[src/rtl/div_settings.svh]
/* width settings shared by the divider package and RTL modules
 * include this before using any of the DIV_ macros */
`ifndef DIV_SETTINGS_SVH
`define DIV_SETTINGS_SVH

// operand and quotient width in bits
`define DIV_BW 32

// the bit counter has to reach DIV_BW itself, hence one bit more than log2
`define DIV_LGBW 6

// byte address width of the APB register window
`define DIV_APB_AW 5

`endif
[src/rtl/div_pkg.sv]
/* types shared by the APB register block, the divider core and the result stage */
`include "div_settings.svh"

package div_pkg;

	// one divide request as the register block hands it to the core
	typedef struct packed {
		logic [`DIV_BW-1:0] numerator;
		logic [`DIV_BW-1:0] denominator;
		logic               is_signed;
	} div_op_t;

	// one finished divide, quotient plus the two error conditions
	typedef struct packed {
		logic [`DIV_BW-1:0] quotient;
		logic               err;
		logic               ovf;
	} div_res_t;

	// the core walks idle, presign, shift (DIV_BW times) and negate
	typedef enum logic [1:0] {
		DIV_IDLE    = 2'd0,
		DIV_PRESIGN = 2'd1,
		DIV_SHIFT   = 2'd2,
		DIV_NEGATE  = 2'd3
	} div_state_e;

	// register byte offsets inside the APB window
	typedef enum logic [`DIV_APB_AW-1:0] {
		REG_NUMER  = 'h00,
		REG_DENOM  = 'h04,
		REG_CTRL   = 'h08,
		REG_STATUS = 'h0C,
		REG_QUOT   = 'h10
	} div_reg_e;

endpackage

[src/rtl/div_top.sv]
/* APB divider peripheral: register block, divider core and result stage */
`include "div_settings.svh"

module div_top (
	input  logic                   i_clk,
	input  logic                   i_reset,
	input  logic                   i_psel,
	input  logic                   i_penable,
	input  logic                   i_pwrite,
	input  logic [`DIV_APB_AW-1:0] i_paddr,
	input  logic [`DIV_BW-1:0]     i_pwdata,
	output logic [`DIV_BW-1:0]     o_prdata,
	output logic                   o_pready,
	output logic                   o_pslverr
);

	logic              start;
	logic              busy;
	logic              valid;
	logic              done;
	logic [3:0]        flags;
	div_pkg::div_op_t  op;
	div_pkg::div_res_t core_res;
	div_pkg::div_res_t held_res;

	// software side, operands in and status out
	div_apb_regs div_apb_regs_i (
		.i_clk     (i_clk),
		.i_reset   (i_reset),
		.i_psel    (i_psel),
		.i_penable (i_penable),
		.i_pwrite  (i_pwrite),
		.i_paddr   (i_paddr),
		.i_pwdata  (i_pwdata),
		.i_busy    (busy),
		.i_done    (done),
		.i_res     (held_res),
		.i_flags   (flags),
		.o_prdata  (o_prdata),
		.o_pready  (o_pready),
		.o_pslverr (o_pslverr),
		.o_start   (start),
		.o_op      (op)
	);

	div_core div_core_i (
		.i_clk   (i_clk),
		.i_reset (i_reset),
		.i_start (start),
		.i_op    (op),
		.o_busy  (busy),
		.o_valid (valid),
		.o_res   (core_res)
	);

	// is_signed is only updated by an accepted start, so it matches the result
	div_result div_result_i (
		.i_clk    (i_clk),
		.i_reset  (i_reset),
		.i_start  (start),
		.i_valid  (valid),
		.i_res    (core_res),
		.i_signed (op.is_signed),
		.o_res    (held_res),
		.o_done   (done),
		.o_flags  (flags)
	);

endmodule

[src/rtl/div_result.sv]
/* holds the last divide result with a sticky done bit and derives the condition flags
 * a new start clears done; the result itself stays until the next one arrives */
`include "div_settings.svh"

module div_result (
	input  logic              i_clk,
	input  logic              i_reset,
	input  logic              i_start,
	input  logic              i_valid,
	input  div_pkg::div_res_t i_res,
	input  logic              i_signed,
	output div_pkg::div_res_t o_res,
	output logic              o_done,
	output logic [3:0]        o_flags
);

	div_pkg::div_res_t r_res;
	logic              r_signed;

	// done is set on the same edge that captures the result
	always_ff @(posedge i_clk) begin
		if (i_reset) begin
			o_done <= 1'b0;
		end else if (i_start) begin
			o_done <= 1'b0;
		end else if (i_valid) begin
			o_done <= 1'b1;
		end
	end

	// keep the sign mode with the result so the flags stay consistent
	always_ff @(posedge i_clk) begin
		if (i_valid) begin
			r_res    <= i_res;
			r_signed <= i_signed;
		end
	end

	assign o_res = r_res;

	// zero, error, negative (signed only) and overflow
	assign o_flags[0] = (r_res.quotient == '0);
	assign o_flags[1] = r_res.err;
	assign o_flags[2] = r_signed & r_res.quotient[`DIV_BW-1];
	assign o_flags[3] = r_res.ovf;

endmodule

[src/rtl/div_core.sv]
/* iterative restoring divider, signed or unsigned, one quotient bit per clock
 * pulse i_start from idle; o_valid pulses once in the cycle busy drops */
`include "div_settings.svh"

module div_core (
	input  logic              i_clk,
	input  logic              i_reset,
	input  logic              i_start,
	input  div_pkg::div_op_t  i_op,
	output logic              o_busy,
	output logic              o_valid,
	output div_pkg::div_res_t o_res
);

	// the divisor register holds the denominator shifted up by DIV_BW-1
	localparam int DW = 2 * `DIV_BW - 1;

	div_pkg::div_state_e  r_state;
	logic [`DIV_BW-1:0]   r_dividend;
	logic [DW-1:0]        r_divisor;
	logic [`DIV_BW-1:0]   r_quotient;
	logic [`DIV_LGBW-1:0] r_count;
	logic                 r_signed;
	logic                 r_sign;
	logic                 r_err;
	logic                 r_ovf;

	logic [`DIV_BW-1:0]   den_top;
	logic                 neg_num;
	logic                 neg_den;
	logic [DW-1:0]        rem_ext;
	logic [DW-1:0]        diff;
	logic                 fits;

	////////////////////////////////////////////////////////////
	// combinational helpers
	////////////////////////////////////////////////////////////

	// the denominator still sits in the top bits during presign
	assign den_top = r_divisor[DW-1 -: `DIV_BW];

	// operands only count as negative in a signed divide
	assign neg_num = r_signed & r_dividend[`DIV_BW-1];
	assign neg_den = r_signed & den_top[`DIV_BW-1];

	// compare the remaining dividend against the shifted divisor
	assign rem_ext = {{(`DIV_BW-1){1'b0}}, r_dividend};
	assign fits    = (r_divisor <= rem_ext);
	assign diff    = rem_ext - r_divisor;

	////////////////////////////////////////////////////////////
	// control FSM
	////////////////////////////////////////////////////////////

	always_ff @(posedge i_clk) begin
		if (i_reset) begin
			r_state <= div_pkg::DIV_IDLE;
			o_valid <= 1'b0;
		end else begin
			o_valid <= 1'b0;
			case (r_state)
			div_pkg::DIV_IDLE: begin
				if (i_start) begin
					r_state <= div_pkg::DIV_PRESIGN;
				end
			end
			div_pkg::DIV_PRESIGN: begin
				r_state <= div_pkg::DIV_SHIFT;
			end
			div_pkg::DIV_SHIFT: begin
				// the last quotient bit goes in when the counter reads one
				if (r_count == `DIV_LGBW'(1)) begin
					r_state <= div_pkg::DIV_NEGATE;
				end
			end
			div_pkg::DIV_NEGATE: begin
				r_state <= div_pkg::DIV_IDLE;
				o_valid <= 1'b1;
			end
			default: begin
				r_state <= div_pkg::DIV_IDLE;
			end
			endcase
		end
	end

	// busy covers presign, every shift and negate
	assign o_busy = (r_state != div_pkg::DIV_IDLE);

	////////////////////////////////////////////////////////////
	// datapath
	////////////////////////////////////////////////////////////

	always_ff @(posedge i_clk) begin
		case (r_state)
		div_pkg::DIV_IDLE: begin
			if (i_start) begin
				r_dividend <= i_op.numerator;
				r_divisor  <= {i_op.denominator, {(`DIV_BW-1){1'b0}}};
				r_signed   <= i_op.is_signed;
				r_count    <= `DIV_LGBW'(`DIV_BW);
			end
		end
		div_pkg::DIV_PRESIGN: begin
			// turn a signed divide into an unsigned one and remember the sign
			r_dividend <= neg_num ? -r_dividend : r_dividend;
			r_divisor  <= {(neg_den ? -den_top : den_top), {(`DIV_BW-1){1'b0}}};
			r_sign     <= neg_num ^ neg_den;
			r_quotient <= '0;
			r_err      <= (den_top == '0);
			// the most negative value over minus one does not fit
			r_ovf      <= r_signed && (den_top == '1) &&
				(r_dividend == {1'b1, {(`DIV_BW-1){1'b0}}});
		end
		div_pkg::DIV_SHIFT: begin
			if (fits) begin
				r_dividend <= diff[`DIV_BW-1:0];
			end
			r_quotient <= {r_quotient[`DIV_BW-2:0], fits};
			r_divisor  <= r_divisor >> 1;
			r_count    <= r_count - `DIV_LGBW'(1);
		end
		div_pkg::DIV_NEGATE: begin
			// a zero denominator always reports all ones
			if (r_err) begin
				r_quotient <= '1;
			end else if (r_sign) begin
				r_quotient <= -r_quotient;
			end
		end
		default: begin
			r_count <= '0;
		end
		endcase
	end

	assign o_res.quotient = r_quotient;
	assign o_res.err      = r_err;
	assign o_res.ovf      = r_ovf;

endmodule

[src/rtl/div_apb_regs.sv]
/* APB slave for the divider: operand registers, start control and status readback
 * zero wait states; a start while the core is busy completes with PSLVERR */
`include "div_settings.svh"

module div_apb_regs (
	input  logic                   i_clk,
	input  logic                   i_reset,
	input  logic                   i_psel,
	input  logic                   i_penable,
	input  logic                   i_pwrite,
	input  logic [`DIV_APB_AW-1:0] i_paddr,
	input  logic [`DIV_BW-1:0]     i_pwdata,
	input  logic                   i_busy,
	input  logic                   i_done,
	input  div_pkg::div_res_t      i_res,
	input  logic [3:0]             i_flags,
	output logic [`DIV_BW-1:0]     o_prdata,
	output logic                   o_pready,
	output logic                   o_pslverr,
	output logic                   o_start,
	output div_pkg::div_op_t       o_op
);

	////////////////////////////////////////////////////////////
	// access decode
	////////////////////////////////////////////////////////////

	div_pkg::div_reg_e reg_sel;
	logic              access;
	logic              wr_en;
	logic              addr_ok;
	logic              start_req;
	logic              refused;
	div_pkg::div_op_t  r_op;

	assign reg_sel = div_pkg::div_reg_e'(i_paddr);

	// the access phase is the only cycle where anything happens
	assign access = i_psel & i_penable;
	assign wr_en  = access & i_pwrite;

	// only the five defined offsets are mapped
	always_comb begin
		case (reg_sel)
		div_pkg::REG_NUMER,
		div_pkg::REG_DENOM,
		div_pkg::REG_CTRL,
		div_pkg::REG_STATUS,
		div_pkg::REG_QUOT: addr_ok = 1'b1;
		default:           addr_ok = 1'b0;
		endcase
	end

	// bit 0 of CTRL asks for a divide
	assign start_req = wr_en & (reg_sel == div_pkg::REG_CTRL) & i_pwdata[0];

	// o_start counts as busy too, since the core only raises busy a cycle later
	assign refused = start_req & (i_busy | o_start);

	assign o_pready  = 1'b1;
	assign o_pslverr = access & (~addr_ok | refused);

	////////////////////////////////////////////////////////////
	// operand registers and start pulse
	////////////////////////////////////////////////////////////

	// start is registered, so it shows up the cycle after the CTRL access
	always_ff @(posedge i_clk) begin
		if (i_reset) begin
			o_start <= 1'b0;
		end else begin
			o_start <= start_req & ~refused;
		end
	end

	// operands may be rewritten at any time, the core has its own copy
	always_ff @(posedge i_clk) begin
		if (wr_en && reg_sel == div_pkg::REG_NUMER) begin
			r_op.numerator <= i_pwdata;
		end
		if (wr_en && reg_sel == div_pkg::REG_DENOM) begin
			r_op.denominator <= i_pwdata;
		end
		// the sign mode only changes with an accepted start
		if (start_req && !refused) begin
			r_op.is_signed <= i_pwdata[1];
		end
	end

	assign o_op = r_op;

	////////////////////////////////////////////////////////////
	// read data
	////////////////////////////////////////////////////////////

	// read data follows the address directly, no wait states
	always_comb begin
		o_prdata = '0;
		case (reg_sel)
		div_pkg::REG_NUMER:  o_prdata = r_op.numerator;
		div_pkg::REG_DENOM:  o_prdata = r_op.denominator;
		div_pkg::REG_CTRL:   o_prdata[1] = r_op.is_signed;
		div_pkg::REG_STATUS: begin
			o_prdata[0]   = i_busy;
			o_prdata[1]   = i_done;
			o_prdata[2]   = i_res.err;
			o_prdata[7:4] = i_flags;
		end
		div_pkg::REG_QUOT:   o_prdata = i_res.quotient;
		default:             o_prdata = '0;
		endcase
	end

endmodule

[config.mk]
export PLATFORM = sky130hd
export DESIGN_NAME = div_top
export DESIGN_NICKNAME = d
export VERILOG_FILES = /design/src/rtl/div_pkg.sv /design/src/rtl/div_top.sv /design/src/rtl/div_result.sv /design/src/rtl/div_core.sv /design/src/rtl/div_apb_regs.sv
export VERILOG_INCLUDE_DIRS = /design/src /design/src/rtl
export SDC_FILE = /design/constraint.sdc
export NUM_CORES = 1
export LEC_CHECK = 0
export ABC_AREA = 1
export BUFFER_PORTS_ARGS = -buffer_cell sky130_fd_sc_hd__buf_2
export CORE_ASPECT_RATIO = 1.4
export CORE_MARGIN = 1.5
export CORE_UTILIZATION = 35
export DETAILED_ROUTE_END_ITERATION = 6
export PLACE_DENSITY = 0.61
export SLEW_MARGIN = 20
export SYNTH_ARGS = -nofsm -noshare
export SYNTH_HDL_FRONTEND = slang
export SYNTH_SLANG_ARGS = --single-unit
[constraint.sdc]
create_clock -name i_clk -period 10.62 [get_ports i_clk]
set_clock_uncertainty 0.1 [all_clocks]
set_input_delay 0.531 -clock i_clk [delete_from_list [all_inputs] [get_ports i_clk]]
set_output_delay 0.531 -clock i_clk [all_outputs]
set_load 0.05 [all_outputs]
==> qor.tcl <==
set qor(final_antenna_net_count) 0
set qor(cts-root-to-sink-buffers) 3
set qor(combinationalPowerShare_pct) 48.3
set qor(internal_portion_of_total_power_mw) 2.86
set qor(grt_setup_unrepaired) {no}
set qor(net-switching-power_mw) 2.64
set qor(synth_top_family_by_area) {simple AND/OR/NAND/NOR gates}
set qor(power_leakage_nw) 8.05
set qor(worstSetupPathType) {input pin to output pin}
set qor(via_count_of_the_first_global_routing_pass) 14500
set qor(sequential_to_total_area_share_from_yosys_stat_pct) 44.2
set qor(die_area_sq_mm) 0.0480
set qor(postSynth.asyncResetShare_pct) 0
set qor(dominant_cells_by_area_after_synthesis) {sky130_fd_sc_hd__edfxtp_1 (44%), sky130_fd_sc_hd__nand2_1 (13%), sky130_fd_sc_hd__inv_1 (7.4%)}
set qor(grt_first_pass_wirelength_um) 80600
set qor(syn-instance-count) 2091
set qor(holdCritPathClass) {input pin to flip-flop}
set qor(drc_errors) 0
set qor(post_place_cell_area_sq_mm) 0.0174
set qor(critPathCaptureType) {output pin}
set qor(layout.cell_area.non_filler_sq_mm) 0.0184
set qor(drtPass1Iterations) 7
set qor(grt_remaining_overflow) 0
set qor(yosysWarnings) 0
set qor(critical_path_arrival_ps) 2860
set qor(setup_total_negative_slack_ps) 0
set qor(synth-edff-count) 237
set qor(numClockSinks) 242
set qor(layoutNonFillerInstCount) 2797
set qor(antenna_found_initial) 0
set qor(power.share.sequential_pct) 33.1
set qor(maximum_clock_frequency_mhz) 287
set qor(synth.area.mux_share_pct) 0
set qor(result_of_the_run) {finished clean}
set qor(top_level_pins) 76
set qor(postSynthRegisterBits) 242
set qor(setup_viol) 0
set qor(post-synth-top-area-fraction_pct) 43.6
set qor(peakVddDrop_mv) 0.158
set qor(floorplan.initialDensity_pct) 35.4
set qor(avgSynthCellArea_sq_um) 7.81
set qor(post_synth_num_cell_types) 59
set qor(power_density_mw_per_mm2) 299
set qor(detailedPlacementHpwl_um) 41000
set qor(dpl_worst_slack_ps) 7100
set qor(antenna-diode-count) 0
set qor(syn-cell-area_sq_mm) 0.0163
set qor(finalCriticalPeriod_ps) 3490
set qor(drt_first_iter_violations) 940
set qor(chip_height_um) 259
set qor(numCtsBuffers) 27
set qor(design.core.area_sq_mm) 0.0461
set qor(critical_path_required_time_ps) 9990
set qor(place_congestion) 1.05
set qor(slew_violations) 0
set qor(route.detailed.vias_per_inst) 5.15
set qor(hold_violations) 0
set qor(track_usage_pct) 22.0
set qor(area_growth_pct) 12.6
set qor(portBuffers) 74
set qor(clkTransAtPathRegs_ps) 60
set qor(dieWidth_um) 186
set qor(fin_worst_setup_slack_ps) 7130
set qor(post-layout-total-power_mw) 5.51
set qor(grt_start_max_net_pins) 71
set qor(cts_resized) 0
set qor(synth_compound_gate_area_share_pct) 10.5
set qor(max_fanout_on_critical_path) 26
set qor(clock_power_share_pct) 18.6
set qor(layout_worst_path_cycle_share_pct) 32.8
set qor(nNetsFinal) 2276
set qor(average_routed_wire_per_standard_cell_um) 18.8
set qor(simple_gate_portion_of_the_synthesized_area_pct) 29.7
set qor(worst_setup_path_start_kind) {input pin}
set qor(worst_slew_pin_slew_ps) 927
set qor(cts-root-buf) {sky130_fd_sc_hd__clkbuf_16}
set qor(timing.max_cap.violations) 0
set qor(htree_num_levels) 1
set qor(post_synth_adder_cell_area_pct) 5.72
set qor(dominantRegCellSynth) {sky130_fd_sc_hd__edfxtp_1}
set qor(post_route_cells_drive_above_1_share_pct) 12.2
set qor(max-slew-margin-rel_pct) 37.7
set qor(cts.repair_timing.setup_buffer_count) 0
set qor(wirelength_routed_um) 52600
set qor(switching_share_pct) 48.0
set qor(cts.hold.buffers_added) 0
set qor(tritoncts_clock_tree) {yes}
set qor(clkLatencyLatePin_ps) 560
set qor(synth.net_count) 2207
set qor(vias) 14400
set qor(dpl.cell_count) 2748
set qor(num_rows) 93
set qor(synthDominantAreaCellType) {sky130_fd_sc_hd__edfxtp_1}
set qor(synth_xor_xnor_area_share_pct) 0.268
[registers in the layout, summed over array words and instances (netlist names)]
| name | count |
|---|---|
| div_apb_regs_i.o_op | 65 |
| div_core_i.r_divisor | 63 |
| div_core_i.r_dividend | 32 |
| div_core_i.r_quotient | 32 |
| div_result_i.o_res | 32 |
| div_core_i.r_count | 6 |
| div_core_i.r_state | 2 |
| div_result_i.o_flags | 2 |
| div_apb_regs_i.o_start | 1 |
| div_core_i.o_valid | 1 |
| div_core_i.r_err | 1 |
| div_core_i.r_ovf | 1 |
| div_core_i.r_sign | 1 |
| div_core_i.r_signed | 1 |
| div_result_i.o_done | 1 |
| div_result_i.r_signed | 1 |
[routing by layer]
| layer | track usage [%] | part of all wire (%) | up-vias |
|---|---|---|---|
| met3 | 2.28 | 4.4 | 153 |
| met2 | 41.9 | 53 | 469 |
| met4 | 12.9 | 6.3 | 0 |
| met5 | 0 | 0 | - |
| li1 | - | - | 7043 |
| met1 | 23.1 | 36 | 6751 |
[power by group through the flow]
stage | clock (mW) | sequential [mW] | combinational, mW
6_report | 1.02 | 1.82 | 2.66
5_1_grt | 1.07 | 1.86 | 3.00
4_1_cts | 1.04 | 1.82 | 2.64
3_5_place_dp | 0 | 1.83 | 2.63
3_3_place_gp | 0 | 1.82 | 2.60
2_1_floorplan | 0 | 1.70 | 1.95
[worst paths after layout]
check,from,endpoint,slack (ps),cells after the start
setup / recovery,i_paddr[1],o_prdata[22],7130,9
hold / removal,i_pwdata[5],div_apb_regs_i.o_op[6],60,1
setup reg to reg,div_core_i.r_state[0],div_core_i.r_divisor[47],7610,6
hold reg to reg,div_core_i.r_quotient[1],div_result_i.o_res[3],370,0
[cells by family after synthesis]
group	Yosys count
flip-flops	242
AO/OA/AOI/OAI	295
XOR/XNOR	5
AND/OR/NAND/NOR	1064
other	1
adder cells (fa/ha/maj)	74
buffers and inverters	410
[per-stage QoR]
stage	util (%)	hold WS (ps)
floorplan	-	300
global placement	37.7	358
detailed placement	37.9	356
CTS	39.9	41.6
global route	39.9	42.8
finish	39.9	57.4
[cell usage in the layout (no fill, tap or decap), drive strengths merged, types with 6 or more instances in the layout]
| master | count |
|---|---|
| o221ai | 15 |
| clkinv | 9 |
| inv | 362 |
| edfxtp | 237 |
| nor4 | 12 |
| a31oi | 12 |
| nand3 | 160 |
| ha | 73 |
| a21oi | 114 |
| buf | 89 |
| nor3 | 33 |
| clkbuf | 33 |
| o211ai | 13 |
| nor2 | 223 |
| bufinv | 6 |
| nand3b | 9 |
| nand4 | 36 |
| nand2 | 579 |
| a22oi | 13 |
| o21ai | 108 |
[cells in the mapped netlist, types with 9 or more instances]
library cell,instances
sky130_fd_sc_hd__nand2_1,563
sky130_fd_sc_hd__inv_1,322
sky130_fd_sc_hd__edfxtp_1,237
sky130_fd_sc_hd__nor2_1,188
sky130_fd_sc_hd__nand3_1,147
sky130_fd_sc_hd__a21oi_1,104
sky130_fd_sc_hd__ha_1,73
sky130_fd_sc_hd__o21ai_0,70
sky130_fd_sc_hd__o21ai_1,38
sky130_fd_sc_hd__inv_2,37
sky130_fd_sc_hd__nand4_1,33
sky130_fd_sc_hd__clkbuf_1,28
sky130_fd_sc_hd__nor3_1,22
sky130_fd_sc_hd__nor2_2,18
sky130_fd_sc_hd__nor2_4,16
sky130_fd_sc_hd__o221ai_1,15
sky130_fd_sc_hd__buf_2,14
sky130_fd_sc_hd__nand2_2,14
sky130_fd_sc_hd__o211ai_1,13
sky130_fd_sc_hd__a31oi_1,12
sky130_fd_sc_hd__nor4_1,12
sky130_fd_sc_hd__a22oi_1,11
sky130_fd_sc_hd__a21oi_2,10
sky130_fd_sc_hd__nor3_2,10
sky130_fd_sc_hd__nand3b_1,9
[layout make-up]
type,count,area (sq um)
repair buffers,89,523
inverters,361,1360
clock buffers,33,698
flip-flops and latches,242,7220
clock inverters,16,244
fillers,4801,27700
well taps,617,772
multi-input cells,1439,7580
[worst max-delay path, stage by stage]
cell and delay, ps:
sky130_fd_sc_hd__buf_2 90, sky130_fd_sc_hd__nor2_1 180, sky130_fd_sc_hd__nand2_1 90, sky130_fd_sc_hd__nor2_1 170, sky130_fd_sc_hd__inv_1 90, sky130_fd_sc_hd__nor2_4 530, sky130_fd_sc_hd__inv_1 450, sky130_fd_sc_hd__o221ai_1 370
sky130_fd_sc_hd__buf_2 330
(Power assumes the default switching activity.)
